### src/source/dem_uart_macros.svh
`ifndef DEM_UART_MACROS_SVH
`define DEM_UART_MACROS_SVH

// Flit and id widths of the debug network.
`define FLIT_W 16
`define ID_W 10

// Identity and version of this module.
`define DEM_MODID 16'h0002
`define DEM_MODVERSION 16'h0000

// Register map.
`define REG_ADDR_MODID 16'h0000
`define REG_ADDR_VERSION 16'h0001
`define REG_ADDR_CTRL 16'h0003

// Type field sits above the subtype, the source id fills the low bits.
`define HDR_TYPE_MSB 15
`define HDR_SUB_MSB 13

`endif

### src/source/dem_uart_pkg.sv
package dem_uart_pkg;

   // Packet type field of header flit 1.
   typedef enum logic [1:0] {
      REG   = 2'd0,
      EVENT = 2'd1
   } pkt_type_e;

   // Register access subtypes. Event subtype 1 carries a character.
   typedef enum logic [3:0] {
      READ16   = 4'h0,
      WRITE16  = 4'h4,
      RESP_OK  = 4'h8,
      RESP_ERR = 4'hc
   } reg_sub_e;

   typedef enum logic [1:0] {
      TX_DEST,
      TX_SRC,
      TX_DATA
   } tx_state_e;

   typedef enum logic [1:0] {
      RX_DEST,
      RX_HDR,
      RX_PAYLOAD,
      RX_DROP
   } rx_state_e;

   // Incoming parse states, then response states.
   typedef enum logic [2:0] {
      IDLE,
      HDR,
      ADDR,
      WDATA,
      RESP_DEST,
      RESP_HDR,
      RESP_DATA
   } acc_state_e;

endpackage

### src/source/uart_tx_packetizer.sv
`include "dem_uart_macros.svh"

module uart_tx_packetizer (
   input  logic               clk,
   input  logic               rst,
   input  logic [`ID_W-1:0]   id,
   input  logic               stall,
   input  logic [7:0]         out_char,
   input  logic               out_valid,
   output logic               out_ready,
   output logic [`FLIT_W-1:0] ev_data,
   output logic               ev_last,
   output logic               ev_valid,
   input  logic               ev_ready
);
   import dem_uart_pkg::*;

   tx_state_e state;
   logic      held;

   always_ff @(posedge clk) begin
      if (rst) begin
         state <= TX_DEST;
         held <= 1'b0;
      end else begin
         // Once offered, the first flit stays up even if stall rises.
         held <= (state == TX_DEST) && ev_valid && !ev_ready;
         case (state)
            TX_DEST: begin
               if (ev_valid && ev_ready) begin
                  state <= TX_SRC;
               end
            end
            TX_SRC: begin
               if (ev_ready) begin
                  state <= TX_DATA;
               end
            end
            TX_DATA: begin
               if (ev_ready) begin
                  state <= TX_DEST;
               end
            end
            default: state <= TX_DEST;
         endcase
      end
   end

   always_comb begin
      ev_valid = 1'b0;
      ev_last = 1'b0;
      ev_data = '0;
      out_ready = 1'b0;
      case (state)
         TX_DEST: begin
            // Events always go to the host at id 0.
            ev_valid = out_valid && (!stall || held);
         end
         TX_SRC: begin
            ev_valid = 1'b1;
            ev_data = {EVENT, 4'h1, id};
         end
         TX_DATA: begin
            ev_valid = 1'b1;
            ev_last = 1'b1;
            ev_data = {8'h00, out_char};
            out_ready = ev_ready;
         end
         default: ;
      endcase
   end

endmodule

### src/source/uart_rx_depacketizer.sv
`include "dem_uart_macros.svh"

module uart_rx_depacketizer (
   input  logic               clk,
   input  logic               rst,
   input  logic [`FLIT_W-1:0] rx_data,
   input  logic               rx_last,
   input  logic               rx_valid,
   output logic               rx_ready,
   output logic [7:0]         in_char,
   output logic               in_valid,
   input  logic               in_ready
);
   import dem_uart_pkg::*;

   rx_state_e  state;
   logic       full;
   logic [7:0] char_q;
   logic       rx_xfer;

   // One character of buffering.
   assign rx_ready = !full;
   assign rx_xfer = rx_valid && rx_ready;
   assign in_valid = full;
   assign in_char = char_q;

   always_ff @(posedge clk) begin
      if (rst) begin
         state <= RX_DEST;
         full <= 1'b0;
      end else begin
         if (in_valid && in_ready) begin
            full <= 1'b0;
         end
         if (rx_xfer) begin
            case (state)
               RX_DEST: begin
                  if (!rx_last) begin
                     state <= RX_HDR;
                  end
               end
               RX_HDR: begin
                  state <= rx_last ? RX_DEST : RX_PAYLOAD;
               end
               RX_PAYLOAD: begin
                  full <= 1'b1;
                  state <= rx_last ? RX_DEST : RX_DROP;
               end
               RX_DROP: begin
                  if (rx_last) begin
                     state <= RX_DEST;
                  end
               end
               default: state <= RX_DEST;
            endcase
         end
      end
   end

   // Character byte of the first payload flit.
   always_ff @(posedge clk) begin
      if (rx_xfer && (state == RX_PAYLOAD)) begin
         char_q <= rx_data[7:0];
      end
   end

endmodule

### src/source/dbg_reg_access.sv
`include "dem_uart_macros.svh"

module dbg_reg_access (
   input  logic               clk,
   input  logic               rst,
   input  logic [`ID_W-1:0]   id,
   input  logic [`FLIT_W-1:0] debug_in_data,
   input  logic               debug_in_last,
   input  logic               debug_in_valid,
   output logic               debug_in_ready,
   output logic [`FLIT_W-1:0] debug_out_data,
   output logic               debug_out_last,
   output logic               debug_out_valid,
   input  logic               debug_out_ready,
   input  logic [`FLIT_W-1:0] ev_data,
   input  logic               ev_last,
   input  logic               ev_valid,
   output logic               ev_ready,
   output logic [`FLIT_W-1:0] rx_data,
   output logic               rx_last,
   output logic               rx_valid,
   input  logic               rx_ready,
   output logic               stall
);
   import dem_uart_pkg::*;

   acc_state_e         state;
   logic               dest_hit;
   logic               fwd;
   logic               dest_sent;
   logic               is_req;
   logic               extra;
   logic               resp_ok;
   logic               resp_has_data;
   logic               own_ev;
   logic [`FLIT_W-1:0] ctrl;
   reg_sub_e           req_sub;
   logic [`ID_W-1:0]   req_src;
   logic [`FLIT_W-1:0] req_addr;
   logic [`FLIT_W-1:0] resp_data;

   logic [`FLIT_W-1:0] own_dest;
   logic [1:0]         in_type;
   logic [3:0]         in_sub;
   logic               in_xfer;
   logic               rx_xfer;
   logic               hdr_fwd;
   logic               hdr_req;
   logic               rd_hit;
   logic [`FLIT_W-1:0] rd_val;
   logic               wr_ok;
   logic               resp_active;
   logic               resp_xfer;
   reg_sub_e           resp_sub;
   logic [`FLIT_W-1:0] resp_flit;
   logic               resp_last;

   assign own_dest = {{(`FLIT_W-`ID_W){1'b0}}, id};
   assign in_type = debug_in_data[`HDR_TYPE_MSB -: 2];
   assign in_sub = debug_in_data[`HDR_SUB_MSB -: 4];
   assign in_xfer = debug_in_valid && debug_in_ready;
   assign rx_xfer = rx_valid && rx_ready;

   // Sorting at the header flit.
   assign hdr_fwd = (state == HDR) && debug_in_valid && dest_hit && (in_type == EVENT);
   assign hdr_req = dest_hit && (in_type == REG) && ((in_sub == READ16) || (in_sub == WRITE16));

   assign resp_active = (state == RESP_DEST) || (state == RESP_HDR) || (state == RESP_DATA);
   assign resp_xfer = resp_active && !own_ev && debug_out_ready;
   assign resp_sub = resp_ok ? RESP_OK : RESP_ERR;
   assign wr_ok = (req_sub == WRITE16) && !extra && (req_addr == `REG_ADDR_CTRL);
   assign stall = !ctrl[0];

   always_comb begin
      rd_hit = 1'b1;
      rd_val = ctrl;
      case (debug_in_data)
         `REG_ADDR_MODID:   rd_val = `DEM_MODID;
         `REG_ADDR_VERSION: rd_val = `DEM_MODVERSION;
         `REG_ADDR_CTRL:    rd_val = ctrl;
         default:           rd_hit = 1'b0;
      endcase
   end

   // Incoming side. Forwarded events get their dest flit rebuilt from id.
   always_comb begin
      debug_in_ready = 1'b0;
      rx_valid = 1'b0;
      rx_data = debug_in_data;
      rx_last = debug_in_last;
      case (state)
         IDLE, ADDR, WDATA: begin
            if (fwd) begin
               rx_valid = debug_in_valid;
               debug_in_ready = rx_ready;
            end else begin
               debug_in_ready = 1'b1;
            end
         end
         HDR: begin
            if (hdr_fwd && !dest_sent) begin
               rx_valid = 1'b1;
               rx_data = own_dest;
               rx_last = 1'b0;
            end else if (hdr_fwd) begin
               rx_valid = 1'b1;
               debug_in_ready = rx_ready;
            end else begin
               debug_in_ready = 1'b1;
            end
         end
         default: ;
      endcase
   end

   always_ff @(posedge clk) begin
      if (rst) begin
         state <= IDLE;
         dest_hit <= 1'b0;
         fwd <= 1'b0;
         dest_sent <= 1'b0;
         is_req <= 1'b0;
         extra <= 1'b0;
         resp_ok <= 1'b0;
         resp_has_data <= 1'b0;
         ctrl <= 16'h0001;
      end else begin
         case (state)
            IDLE: begin
               if (in_xfer) begin
                  dest_hit <= (debug_in_data == own_dest);
                  if (!debug_in_last) begin
                     state <= HDR;
                  end
               end
            end
            HDR: begin
               if (hdr_fwd && !dest_sent && rx_xfer) begin
                  dest_sent <= 1'b1;
               end
               if (in_xfer) begin
                  dest_sent <= 1'b0;
                  fwd <= hdr_fwd && !debug_in_last;
                  is_req <= hdr_req;
                  extra <= 1'b0;
                  if (!debug_in_last) begin
                     state <= ADDR;
                  end else if (hdr_req) begin
                     // Request without address.
                     resp_ok <= 1'b0;
                     resp_has_data <= 1'b0;
                     state <= RESP_DEST;
                  end else begin
                     state <= IDLE;
                  end
               end
            end
            ADDR: begin
               if (in_xfer) begin
                  if (!debug_in_last) begin
                     state <= WDATA;
                  end else if (fwd || !is_req) begin
                     fwd <= 1'b0;
                     state <= IDLE;
                  end else begin
                     resp_ok <= (req_sub == READ16) && rd_hit;
                     resp_has_data <= (req_sub == READ16) && rd_hit;
                     state <= RESP_DEST;
                  end
               end
            end
            WDATA: begin
               if (in_xfer) begin
                  if (!debug_in_last) begin
                     extra <= 1'b1;
                  end else if (is_req) begin
                     resp_ok <= wr_ok;
                     resp_has_data <= 1'b0;
                     if (wr_ok) begin
                        ctrl <= debug_in_data;
                     end
                     state <= RESP_DEST;
                  end else begin
                     fwd <= 1'b0;
                     state <= IDLE;
                  end
               end
            end
            RESP_DEST: begin
               if (resp_xfer) begin
                  state <= RESP_HDR;
               end
            end
            RESP_HDR: begin
               if (resp_xfer) begin
                  if (resp_has_data) begin
                     state <= RESP_DATA;
                  end else begin
                     state <= IDLE;
                  end
               end
            end
            RESP_DATA: begin
               if (resp_xfer) begin
                  state <= IDLE;
               end
            end
            default: state <= IDLE;
         endcase
      end
   end

   always_ff @(posedge clk) begin
      if ((state == HDR) && in_xfer) begin
         req_src <= debug_in_data[`ID_W-1:0];
         req_sub <= reg_sub_e'(in_sub);
      end
      if ((state == ADDR) && in_xfer) begin
         req_addr <= debug_in_data;
         resp_data <= rd_val;
      end
   end

   always_comb begin
      resp_flit = {{(`FLIT_W-`ID_W){1'b0}}, req_src};
      resp_last = 1'b0;
      case (state)
         RESP_HDR: begin
            resp_flit = {REG, resp_sub, id};
            resp_last = !resp_has_data;
         end
         RESP_DATA: begin
            resp_flit = resp_data;
            resp_last = 1'b1;
         end
         default: ;
      endcase
   end

   // Output owner. An offered event keeps the port until its last flit.
   always_ff @(posedge clk) begin
      if (rst) begin
         own_ev <= 1'b0;
      end else if (!own_ev && !resp_active && ev_valid) begin
         own_ev <= 1'b1;
      end else if (own_ev && ev_valid && ev_last && debug_out_ready) begin
         own_ev <= 1'b0;
      end
   end

   always_comb begin
      if (resp_active && !own_ev) begin
         debug_out_valid = 1'b1;
         debug_out_data = resp_flit;
         debug_out_last = resp_last;
         ev_ready = 1'b0;
      end else begin
         debug_out_valid = ev_valid;
         debug_out_data = ev_data;
         debug_out_last = ev_last;
         ev_ready = debug_out_ready;
      end
   end

endmodule

### src/source/dem_uart_top.sv
`include "dem_uart_macros.svh"

module dem_uart_top (
   input  logic               clk,
   input  logic               rst,
   input  logic [`FLIT_W-1:0] debug_in_data,
   input  logic               debug_in_last,
   input  logic               debug_in_valid,
   output logic               debug_in_ready,
   output logic [`FLIT_W-1:0] debug_out_data,
   output logic               debug_out_last,
   output logic               debug_out_valid,
   input  logic               debug_out_ready,
   input  logic [`ID_W-1:0]   id,
   input  logic [7:0]         out_char,
   input  logic               out_valid,
   output logic               out_ready,
   output logic [7:0]         in_char,
   output logic               in_valid,
   input  logic               in_ready
);

   // Packetizer to register access stage.
   logic [`FLIT_W-1:0] ev_data;
   logic               ev_last;
   logic               ev_valid;
   logic               ev_ready;

   // Register access stage to depacketizer.
   logic [`FLIT_W-1:0] rx_data;
   logic               rx_last;
   logic               rx_valid;
   logic               rx_ready;

   logic               stall;

   uart_tx_packetizer tx_i (
      .clk      (clk),
      .rst      (rst),
      .id       (id),
      .stall    (stall),
      .out_char (out_char),
      .out_valid(out_valid),
      .out_ready(out_ready),
      .ev_data  (ev_data),
      .ev_last  (ev_last),
      .ev_valid (ev_valid),
      .ev_ready (ev_ready)
   );

   dbg_reg_access acc_i (
      .clk            (clk),
      .rst            (rst),
      .id             (id),
      .debug_in_data  (debug_in_data),
      .debug_in_last  (debug_in_last),
      .debug_in_valid (debug_in_valid),
      .debug_in_ready (debug_in_ready),
      .debug_out_data (debug_out_data),
      .debug_out_last (debug_out_last),
      .debug_out_valid(debug_out_valid),
      .debug_out_ready(debug_out_ready),
      .ev_data        (ev_data),
      .ev_last        (ev_last),
      .ev_valid       (ev_valid),
      .ev_ready       (ev_ready),
      .rx_data        (rx_data),
      .rx_last        (rx_last),
      .rx_valid       (rx_valid),
      .rx_ready       (rx_ready),
      .stall          (stall)
   );

   uart_rx_depacketizer rx_i (
      .clk     (clk),
      .rst     (rst),
      .rx_data (rx_data),
      .rx_last (rx_last),
      .rx_valid(rx_valid),
      .rx_ready(rx_ready),
      .in_char (in_char),
      .in_valid(in_valid),
      .in_ready(in_ready)
   );

endmodule

### config.mk
export PLATFORM = sky130hd
export DESIGN_NAME = dem_uart_top
export DESIGN_NICKNAME = d
export VERILOG_FILES = /design/src/source/dem_uart_pkg.sv /design/src/source/uart_tx_packetizer.sv /design/src/source/uart_rx_depacketizer.sv /design/src/source/dbg_reg_access.sv /design/src/source/dem_uart_top.sv
export VERILOG_INCLUDE_DIRS = /design/src /design/src/source
export SDC_FILE = /design/constraint.sdc
export NUM_CORES = 1
export LEC_CHECK = 0
export BUFFER_PORTS_ARGS = -buffer_cell sky130_fd_sc_hd__buf_2
export CAP_MARGIN = 15
export CELL_PAD_IN_SITES_DETAIL_PLACEMENT = 1
export CELL_PAD_IN_SITES_GLOBAL_PLACEMENT = 2
export CORE_UTILIZATION = 30
export DETAILED_ROUTE_END_ITERATION = 8
export PLACE_DENSITY = 0.69
export SLEW_MARGIN = 20
export SYNTH_ARGS = -nofsm -noshare
export SYNTH_HDL_FRONTEND = slang
export SYNTH_HIERARCHICAL = 1
export SYNTH_SLANG_ARGS = --single-unit
### constraint.sdc
create_clock -name clk -period 7.55 [get_ports clk]
set_input_delay 0.3775 -clock clk [delete_from_list [all_inputs] [get_ports clk]]
set_output_delay 0.3775 -clock clk [all_outputs]
set_load 0.02 [all_outputs]
* Word-level counts from Yosys, hierarchy flattened
Index checks and enable logic that the tools add are counted.
** Storage, ports and cells
- Logic and storage cells :: 208
- Flip-flop bits (word level) :: 87
- Input bits :: 41
- Output and inout bits :: 29
** Cells by class
- Equal/unequal tests :: 40
- Reductions and logical operators :: 66
- Mux-type cells :: 83
** Operators with widths (number)
- 16-bit case mux with 2 select lines :: 2
- 3-bit two-way mux :: 16
- 1-bit two-way mux :: 43
- 16-bit by 2-bit == test with 1-bit output, second input constant :: 2
- 15-bit case mux with 2 select lines :: 1
- 1-bit logical AND :: 28
- 2-bit by 1-bit inequality test with 1-bit output, second input constant :: 13
- 3-bit case mux with 7 select lines :: 1
- 2-bit inequality test, second input constant :: 9
- 16-bit by 1-bit == test with 1-bit output, second input constant :: 1
- 16-bit by 10-bit == test with 1-bit output :: 1
- 16-bit logical NOT :: 1
- 16-bit two-way mux :: 1
- 8-bit two-way mux :: 2
- 2-bit two-way mux :: 7
- 1-bit case mux with 2 select lines :: 5
- 10-bit AND reduction :: 1
- 3-bit == test, second input constant :: 3
- 1-bit logical NOT :: 9
- 1-bit case mux with 3 select lines :: 3
- 9-bit AND reduction :: 1
- 4-bit by 3-bit == test with 1-bit output, second input constant :: 2
- 4-bit logical NOT :: 2
- 2-bit case mux with 4 select lines :: 1
- 17 further kinds :: 34

* Longest topological paths before layout
Gate-level depths: netlist of run 1.
- Depth in word-level cells :: 11
- Mapped depth :: 8
- Gate-level depth less buffers :: 8

* Hierarchy
Netlist of run 1, hierarchy kept.
** By module, submodules not included
- dbg_reg_access :: cells an instance 417, seq. area each 1921.8 µm², times used 1, area each 3912.5 µm²
- uart_tx_packetizer :: cells an instance 55, seq. area each 60.1 µm², times used 1, area each 422.9 µm²
- uart_rx_depacketizer :: cells an instance 23, seq. area each 300.3 µm², times used 1, area each 397.9 µm²

* Least setup slack after synthesis of run 1
No wires, ideal clock.
- Path kind :: reg2reg
- Start :: register acc_i.state[1]
- End :: register acc_i.req_addr[0] (enable)
- Setup time :: 461 ps
- Cell stages (with the launch flop) :: 6
- Buffers on the path :: 3
- Period minus slack after synthesis :: 3809 ps
- Data arrival time :: 3348 ps
- Slack :: 3741 ps
- Cells stage by stage :: dfxtp_1 -> buf_2 -> clkbuf_1 -> clkbuf_1 -> inv_1 -> nor3_1
** On the way
- Longest elaborated chain between the ends :: 9
- Elaborated cells between the ends (all ways) :: 14
** Ends and longest elaborated chain
- start, declared :: line dbg_reg_access.sv:27 : acc_state_e state;
- start signal, assigned :: line dbg_reg_access.sv:118 : state <= IDLE;
- start signal, assigned :: line dbg_reg_access.sv:133 : state <= HDR;
- start signal, assigned :: line dbg_reg_access.sv:147 : state <= ADDR;
- 3-bit by 1-bit == test with 1-bit output :: line dbg_reg_access.sv:65, dbg_reg_access.sv:91
- 1-bit logical AND (3 in a row) :: line dbg_reg_access.sv:65 : assign hdr_fwd = (state == HDR) && debug_in_valid && dest_hit && (in_type == EVENT);
- 1-bit two-way mux or 1-bit logical AND (tied branches) :: line dbg_reg_access.sv:105, dbg_reg_access.sv:101
- 1-bit two-way mux :: line dbg_reg_access.sv:101 : if (hdr_fwd && !dest_sent) begin
- 1-bit case mux with 2 select lines :: line dbg_reg_access.sv:91 : case (state)
- 1-bit logical AND :: line dbg_reg_access.sv:61 : assign in_xfer = debug_in_valid && debug_in_ready;
- 1-bit logical AND * :: line dbg_reg_access.sv:218 : if ((state == ADDR) && in_xfer) begin
- end signal, assigned :: line dbg_reg_access.sv:219 : req_addr <= debug_in_data;
- end, declared :: line dbg_reg_access.sv:39 : logic [`FLIT_W-1:0] req_addr;
Every way passes the cells marked *; elsewhere a longest branch is shown, timed or not.
A chain may end at the register's enable or synchronous reset.

* Worst setup path after layout of run 1
- Start :: register acc_i.state[2]
- End :: output out_ready
** On the way
- Longest elaborated chain between the ends :: 6
- Elaborated cells between the ends (all ways) :: 8
** Ends and longest elaborated chain
- 3-bit == test :: line dbg_reg_access.sv:68 : assign resp_active = (state == RESP_DEST) || (state == RESP_HDR) || (state == RESP_DATA);
- 1-bit logical OR :: line dbg_reg_access.sv:68
- 1-bit logical OR * :: line dbg_reg_access.sv:68
- 1-bit logical AND * :: line dbg_reg_access.sv:252 : if (resp_active && !own_ev) begin
- 1-bit two-way mux * :: line dbg_reg_access.sv:252
- via ev_ready :: line dem_uart_top.sv:27 : logic ev_ready;
- 1-bit two-way mux * :: line uart_tx_packetizer.sv:54 : case (state)
- end, declared :: line dem_uart_top.sv:17 : output logic out_ready,
The timed path passes the listed nets; every way through them passes the cells marked *.

==> results of run 1 <==
-- critical path: stages, from the launching register on --
cell,delay [ps]
dfxtp_1,930
inv_1,540
nor2_1,470
nand2_1,550
and2_1,420
and2_1,170
buf_2,150
-- flip-flops by register name, summed over array words and instances (netlist names), 2 cells and up --
register	flops
acc_i/ctrl	16
acc_i/req_addr	16
acc_i/req_src	10
acc_i/req_sub	4
acc_i/resp_data	16
acc_i/state	3
rx_i/in_char	8
rx_i/state	2
tx_i/state	2
-- how the worst max path moves through the flow --
stage | start | endpoint | slack, ps
floorplan | acc_i/state[1]$_SDFFE_PP0P_ | acc_i/req_addr[0]$_DFFE_PP_ | 3740
global placement | acc_i/state[2]$_SDFFE_PP0P_ | out_ready | 4160
detailed placement | acc_i/state[2]$_SDFFE_PP0P_ | out_ready | 3970
CTS | acc_i/state[2]$_SDFFE_PP0P_ | out_ready | 3550
global route | acc_i/state[2]$_SDFFE_PP0P_ | out_ready | 3300
finish | acc_i/state[2]$_SDFFE_PP0P_ | out_ready | 3590
-- area by class of cell --
type                            count  area (sq um)  share of cell area [%]
Clock buffer                       13           240                    4.44
Clock inverter                      3          43.8                   0.809
Inverter                           14          52.6                   0.970
Multi-Input combinational cell    353          2190                    40.5
Sequential cell                    87          2280                    42.1
Tap cell                          188           235                    4.34
Timing Repair Buffer               72           368                    6.79
-- per-stage QoR --
step | utilization, % | setup WS, ps | std cells | power, mW | hold WS, ps
after global routing | 35.6 | 3300 | 730 | 1.12 | 267
final | 35.6 | 3590 | 730 | 1.08 | 269
after floorplan | - | 3740 | 490 | 0.594 | 440
after CTS | 35.6 | 3550 | 730 | 1.09 | 253
after detailed placement | 33.8 | 3970 | 714 | 0.642 | 471
after global placement | 33.7 | 4160 | 714 | 0.640 | 453
-- power groups by stage --
| stage | logic (mW) | registers [mW] | clock network (mW) |
|---|---|---|---|
| 2_1_floorplan | 0.0721 | 0.522 | 0 |
| 3_3_place_gp | 0.116 | 0.525 | 0 |
| 3_5_place_dp | 0.117 | 0.525 | 0 |
| 4_1_cts | 0.118 | 0.515 | 0.456 |
| 5_1_grt | 0.129 | 0.515 | 0.474 |
| 6_report | 0.118 | 0.515 | 0.443 |
-- cell usage in the layout, fill, tap and decap left out, types with 3 or more instances in the layout --
cell       count
buf_2         69
edfxtp_1      54
o21ai_0       47
a21oi_1       45
nor2b_1       39
dfxtp_1       33
nand2_1       29
nand3_1       23
and3_1        19
a22oi_1       19
nor2_1        16
inv_1         14
o21ai_1       11
nand2b_1       9
clkbuf_16      9
mux2_2         8
nor3_1         6
xnor2_1        6
nor4_1         5
nand4_1        5
ha_1           5
xor2_1         4
a31oi_1        4
clkbuf_1       4
conb_1         4
and2_1         3
and2b_1        3
buf_4          3
-- routing by layer --
layer  wire, microns  track usage, %  share of wire [%]  vias up
met4             238            6.65                1.6        0
met1            7480            26.1                 51     1905
li1                -               -                  -     1878
met2            6610            29.8                 45       69
met5               0               0                  0        -
met3             389            3.29                2.6       16
==> qor.yml, run 1 <==
cells_and_area:
  antennaDiodeCount: 0
  drive_above_1_share_pct: 19.6
  area_growth_pct: 15.8
  n_fill_cell: 1781
  fin_nets: 583
  final_area_sq_um: 5420
clock_network:
  clk_pin_slew_ps: 60
  cts_buffers: 9
  clk_latency_ps: 350
  clockBufferDepth: 2
  cts-root-buf: "clkbuf_16"
  htreeDepth: 3
  ctsHoldBuffers: 0
  cts_tree: "done"
  post_cts_resized: 0
  cts_sinks: 87
  postCtsSetupBuffers: 0
global_routing:
  overflow: 0
  grt_usage_pct: 18.9
  grt_max_degree: 46
  grt_pass1_wl_microns: 23000
  grt_pass1_vias: 4007
  antenna_found_initial: 0
critical_path:
  worst_ep_required_time_ps: 7170
  path_class: "reg -> out"
  cp.arrival_ps: 3580
  ff2ff_path_depth: 8
  r2r-end: "tx_i/state[1]$_SDFFE_PP0P_"
  reg2reg_from: "acc_i/state[2]$_SDFFE_PP0P_"
  crit_fanout: 26
  rrSetupSlack_ps: 4110
  end_kind: "primary output"
  startpoint_type: "flop"
power:
  ir_worst_vdd_mv: 0.104
  switching_share_pct: 24.9
  pwr-share-seq_pct: 47.9
  netSwitchingPower_mw: 0.268
  p_int_mw: 0.807
  p_clk_share_pct: 41.2
  p_per_area_nw_per_um2: 198
  p_leak_nw: 2.02
  combPwrFrac_pct: 10.9
worst_hold_path:
  whs_endpoint: "acc_i/req_addr[12]$_DFFE_PP_"
  hold_class: "in -> reg"
  whs_path_depth: 1
  holdCritStartpoint: "debug_in_data[12]"
floorplanning:
  die_h_microns: 127
  chipWidth_microns: 127
  num_rows: 45
  initial_utilization_pct: 30.8
  die_area_sq_um: 16100
  coreArea_sq_um: 15200
  top_level_ports: 70
timing:
  finalHoldViolations: 0
  tightest_slew_ps: 1060
  finalClockSkew_ps: 6.56
  finalMaxSlewViolations: 0
  max_freq_ghz: 0.253
  min_period_ps: 3960
  period_share_pct: 52.4
  maxSlewHeadroom_pct: 28.9
  rsz0062_at_grt: "no"
  setup_viol: 0
  setup_tns_ps: 0
logic_synthesis:
  syn_area_sq_um: 4680
  syn_area_per_cell_sq_um: 9.60
  yosys_warnings: 6
  synth_cells: 487
placed_design:
  io_buffers: 69
  hpwl_microns: 10600
  placed_area_sq_um: 5130
  gp_congestion: 0.817
drt:
  routed-via-count: 3868
  via_per_inst: 5.30
  wl_microns: 14700
  drt_iter0_drc: 169
  wl_per_cell_microns: 20.2
  drtAntennaViolNets: 0
  drt_first_pass_iters: 4
  drc: 0
status:
  status: "complete, no violations"
job:
  maxCapViolCount: 0
(Power assumes the default switching activity.)
==> run 2: changes to the inputs <==
==> constraint.sdc (replaced) <==
create_clock -name clk -period 3.9 [get_ports clk]
set_input_delay 0.195 -clock clk [delete_from_list [all_inputs] [get_ports clk]]
set_output_delay 0.195 -clock clk [all_outputs]
set_load 0.02 [all_outputs]
==> qor.yml, run 2 (synthesized netlist as in run 1, its figures left out) <==
drt:
  wl_per_cell_microns: 19.5  # -3.3%
  drtAntennaViolNets: 0  # unchanged
  routed-via-count: 3886  # +0.47%
  wl_microns: 14300  # -2.9%
  drc: 0  # unchanged
  drt_iter0_drc: 230  # +36%
  via_per_inst: 5.30  # about the same
  drt_first_pass_iters: 4  # unchanged
critical_path:
  cp_slowest_stage_delay_ps: 590  # -340 ps
  crit_slowest_cell: "dfxtp_1"
  worst_ep_required_time_ps: 3700  # -3470 ps
  crit_start: "acc_i/state[2]$_SDFFE_PP0P_"
  startpoint_type: "flop"
  reg2reg_from: "acc_i/state[2]$_SDFFE_PP0P_"
  path_common_cell: "and2_1"
  crit_fanout: 25  # -3.8%
  r2r-end: "tx_i/state[1]$_SDFFE_PP0P_"
  ff2ff_path_depth: 8  # unchanged
  path_cells: "inv_1 > nor2_1 > nand2_1 > and2_1 > and2_1 > buf_2"
  rrSetupSlack_ps: 940  # -3170 ps
  end_kind: "primary output"
  crit_buf_inv: 2  # unchanged
  cp.arrival_ps: 3060  # -520 ps
  critical-path-top-delay-family: "simple AND/OR/NAND/NOR gates"
  path_class: "reg -> out"
worst_hold_path:
  whs_path_depth: 1  # unchanged
  hold_class: "in -> reg"
  whs_endpoint: "acc_i/req_sub[2]$_DFFE_PP_"
  holdCritStartpoint: "debug_in_data[12]"
cells_and_area:
  reg_top3: "acc_i/ctrl (16), acc_i/req_addr (16), acc_i/resp_data (16)"
  antennaDiodeCount: 0  # unchanged
  drive_above_1_share_pct: 20.6  # +0.99 points
  final_common_cell: "buf_2"
  n_fill_cell: 1760  # -1.2%
  fin_nets: 586  # +0.51%
  utilization_pct: 35.9  # +0.31 points
  fin_cells: 733  # +0.41%
  area_growth_pct: 16.9
  final_area_sq_um: 5460  # +0.88%
  final_cell_mix: "buf_2, edfxtp_1, o21ai_0, a21oi_1, nor2b_1"
timing:
  maxSlewHeadroom_pct: 25.6  # -3.3 points
  rsz0062_at_grt: "no"
  min_period_ps: 3250
  setup_ws_ps: 647  # -2950 ps
  setup_tns_ps: 0  # unchanged
  finalClockSkew_ps: 7.66  # +1.09 ps
  tightest_slew_ps: 1110  # +49.0 ps
  finalHoldViolations: 0  # unchanged
  setup_viol: 0  # unchanged
  max_freq_ghz: 0.307
  period_share_pct: 83.4
  finalMaxSlewViolations: 0  # unchanged
clock_network:
  ctsHoldBuffers: 0  # unchanged
  cts_tree: "done"
  cts_buffers: 9  # unchanged
  clk_pin_slew_ps: 70  # about the same
  htreeDepth: 3  # unchanged
  cts_sinks: 87  # unchanged
  postCtsSetupBuffers: 0  # unchanged
  clk_latency_ps: 350  # about the same
  clockBufferDepth: 2  # unchanged
  post_cts_resized: 0  # unchanged
  cts-root-buf: "clkbuf_16"
power:
  p_leak_nw: 2.06  # +1.7%
  ir_worst_vdd_mv: 0.201  # +94%
  p_per_area_nw_per_um2: 388  # +95%
floorplanning:
  die_area_sq_um: 16100  # unchanged
  num_rows: 45  # unchanged
  top_level_ports: 70  # unchanged
  chipWidth_microns: 127  # unchanged
  coreArea_sq_um: 15200  # unchanged
  initial_utilization_pct: 30.8  # unchanged
  die_h_microns: 127  # unchanged
placed_design:
  placed_cells: 717  # +0.42%
  placed_area_sq_um: 5150  # +0.39%
  hpwl_microns: 10600  # about the same
  gp_congestion: 0.805  # -1.5%
  io_buffers: 69  # unchanged
  pre_cts_ws_ps: 958  # -3010 ps
global_routing:
  grt_usage_pct: 18.5  # -0.39 points
  grt_pass1_vias: 3985  # -0.55%
  grt_pass1_wl_microns: 22500  # -2.2%
  grt_max_degree: 36  # -22%
  antenna_found_initial: 0  # unchanged
  overflow: 0  # unchanged
status:
  status: "complete, no violations"
job:
  maxCapViolCount: 0  # unchanged
==> run 2: power breakdown <==
group	internal [mW]	switching [mW]
clock	0.513	0.385
combinational	0.0803	0.147
sequential	0.984	0.0120
==> run 2: stage by stage <==
stage / power (mW) / hold slack [ps]
2_1_floorplan: 1.15 / 257
3_3_place_gp: 1.24 / 429
3_5_place_dp: 1.24 / 434
4_1_cts: 2.14 / 65.3
5_1_grt: 2.19 / 68.5
6_report: 2.12 / 69.5
==> run 2: how the worst max path moves through the flow <==
stage | endpoint | slack [ps] | depth (start not counted)
final | out_ready | 650 | 6
after CTS | out_ready | 610 | 6
after detailed placement | tx_i/state[1]$_SDFFE_PP0P_ | 960 | 8
after global placement | tx_i/state[1]$_SDFFE_PP0P_ | 1170 | 8
after floorplan | acc_i/req_addr[0]$_DFFE_PP_ | 90 | 5
after global routing | out_ready | 340 | 6
==> run 2: metal layers <==
metal	vias up	share of wire, %	global-route usage [%]	routed length, microns
met5	-	0	0	0
met2	75	45	29.2	6430
met3	18	3.2	3.67	462
met1	1899	50	25.3	7190
met4	0	1.5	6.44	218
li1	1894	-	-	-
==> run 2: cell type report <==
cell class                 instances  area (sq um)  area share (%)
inverter                          14          52.6           0.962
clock buffer                      12           278            5.08
sequential                        87          2280            41.8
timing repair buffer              75           390            7.14
multi-input combinational        353          2190            40.1
tap                              188           235            4.31
clock inverter                     4          33.8           0.618
==> run 3: changes to the inputs <==
==> constraint.sdc (replaced) <==
create_clock -name clk -period 3.35 [get_ports clk]
set_input_delay 0.1675 -clock clk [delete_from_list [all_inputs] [get_ports clk]]
set_output_delay 0.1675 -clock clk [all_outputs]
set_load 0.02 [all_outputs]
==> qor.yml, run 3 (synthesized netlist as in run 1, its figures left out) <==
timing:
  tightest_slew_ps: 785  # -329 ps
  setup_viol: 0  # unchanged
  period_share_pct: 85.2
  holdWs_ps: 65.6  # -3.86 ps
  max_freq_ghz: 0.350
  min_period_ps: 2860
  setup_tns_ps: 0  # unchanged
  rsz0062_at_grt: "no"
  finalMaxSlewViolations: 0  # unchanged
  finalClockSkew_ps: 5.93  # -1.72 ps
  finalHoldViolations: 0  # unchanged
  maxSlewHeadroom_pct: 47.5  # +22 points
floorplanning:
  die_h_microns: 127  # unchanged
  die_area_sq_um: 16100  # unchanged
  coreArea_sq_um: 15200  # unchanged
  top_level_ports: 70  # unchanged
  initial_utilization_pct: 30.8  # unchanged
  num_rows: 45  # unchanged
  chipWidth_microns: 127  # unchanged
clock_network:
  ctsHoldBuffers: 0  # unchanged
  cts_tree: "done"
  clk_latency_ps: 350  # about the same
  cts_buffers: 9  # unchanged
  post_cts_resized: 0  # unchanged
  clockBufferDepth: 2  # unchanged
  postCtsSetupBuffers: 0  # unchanged
  htreeDepth: 3  # unchanged
  cts_sinks: 87  # unchanged
  cts-root-buf: "clkbuf_16"
  clk_pin_slew_ps: 70  # about the same
cells_and_area:
  antennaDiodeCount: 0  # unchanged
  n_fill_cell: 1778  # +1.0%
  fin_cells: 739  # +0.82%
  drive_above_1_share_pct: 21.2  # +0.68 points
  fin_nets: 592  # +1.0%
  area_growth_pct: 17.3
  reg_top3: "acc_i/ctrl (16), acc_i/req_addr (16), acc_i/resp_data (16)"
  final_cell_mix: "buf_2, edfxtp_1, o21ai_0, a21oi_1, nor2b_1"
  final_common_cell: "buf_2"
global_routing:
  grt_pass1_vias: 4071  # +2.2%
  overflow: 0  # unchanged
  antenna_found_initial: 0  # unchanged
  grt_max_degree: 36  # unchanged
  grt_pass1_wl_microns: 23000  # +2.1%
  grt_usage_pct: 18.6  # +0.096 points
drt:
  drtAntennaViolNets: 0  # unchanged
  drc: 0  # unchanged
  wl_met1_microns: 7090  # -1.4%
  via_per_inst: 5.34  # +0.72%
  routed-via-count: 3946  # +1.5%
  routed.top_layer: "met4"
  wl_met3_microns: 544  # +18%
  wl_per_cell_microns: 19.3  # -1.2%
  drt_first_pass_iters: 4  # unchanged
  drt_iter0_drc: 174  # -24%
  routed-wl-met2_microns: 6400  # -0.50%
  wl_microns: 14300  # -0.35%
power:
  p_leak_nw: 2.06  # +0.29%
  switching_share_pct: 26.7  # +1.1 points
  p_int_mw: 1.76  # +11%
  p_clk_share_pct: 40.5  # -1.8 points
  combPwrFrac_pct: 11.2  # +0.5 points
  ir_worst_vdd_mv: 0.242  # +20%
  netSwitchingPower_mw: 0.640  # +18%
  p_per_area_nw_per_um2: 437  # +13%
  pwr-share-seq_pct: 48.3  # +1.3 points
status:
  status: "complete, no violations"
critical_path:
  crit_slowest_cell: "dfxtp_1"
  startpoint_type: "flop"
  cp_slowest_stage_delay_ps: 750  # +160 ps
  cp.arrival_ps: 2690  # -370 ps
  end_kind: "primary output"
  path_cells: "inv_1 > buf_4 > nor2_1 > nand2_1 > buf_4 > and2_1 > and2_1 > buf_2"
  path_class: "reg -> out"
  crit_fanout: 25  # unchanged
  worst_ep_required_time_ps: 3180  # -520 ps
placed_design:
  gp_congestion: 0.810  # +0.65%
  placed_cells: 723  # +0.84%
  hpwl_microns: 10600  # +0.51%
  io_buffers: 69  # unchanged
job:
  maxCapViolCount: 0  # unchanged
worst_hold_path:
  hold_class: "in -> reg"
## run 3: cell types whose count changed in the layout (fill, tap and decap cells not counted)
cell	change
clkinvlp_4	+2
clkbuf_16	-1
inv_6	+1
nor3_4	+1
clkbuf_8	-2
buf_4	+6
clkbuf_1	+1
nor3_2	-1
clkinv_2	-1
## run 3: critical path, delay by kind of cell, from the launching register on
family	cells	cell delay [ps]
buf+inv	4	700
flops	1	750
simple gates	4	890
## run 3: power by group through the flow
stage | registers, mW | logic (mW) | clock network (mW)
after floorplan | 1.18 | 0.163 | 0
after global placement | 1.18 | 0.265 | 0
after detailed placement | 1.18 | 0.270 | 0
after CTS | 1.16 | 0.271 | 0.994
after global routing | 1.16 | 0.298 | 1.03
final | 1.16 | 0.268 | 0.969
## run 3: metrics by stage
stage               util [%]  setup WS, ps  area (sq um)  total power [mW]
floorplan                  -           534          4690              1.34
global route            36.1           294          5490              2.49
CTS                     36.1           489          5490              2.42
detailed placement      34.2           770          5200              1.45
global placement        34.2           830          5200              1.45
finish                  36.1           495          5490              2.40
## run 3: area by class of cell
class,count,area [sq um],area share [%]
clock inverter,6,52.6,0.958
sequential,87,2280,41.6
clock buffer,10,229,4.17
tap,188,235,4.29
inverter,14,52.6,0.958
multi-input combinational,353,2200,40.1
timing repair buffer,81,435,7.94
## run 3: path summary, 6_finish.rpt
path                                                   from                         end  slack (ps)  cells after the start
worst min-delay path                      debug_in_data[13]  acc_i/req_sub[3]$_DFFE_PP_          70                      1
worst max-delay path            acc_i/state[2]$_SDFFE_PP0P_                   out_ready         490                      8
worst min register to register   acc_i/ctrl[5]$_SDFFE_PP0P_  acc_i/ctrl[5]$_SDFFE_PP0P_         480                      2
worst max register to register  acc_i/state[2]$_SDFFE_PP0P_  acc_i/ctrl[4]$_SDFFE_PP0P_         740                      5
## run 3: layer usage
metal / GRT usage, % / vias to the layer above
met5: 0 / -
met4: 6.93 / 0
met3: 2.61 / 14
met2: 29.0 / 90
met1: 26.2 / 1944
li1: - / 1898
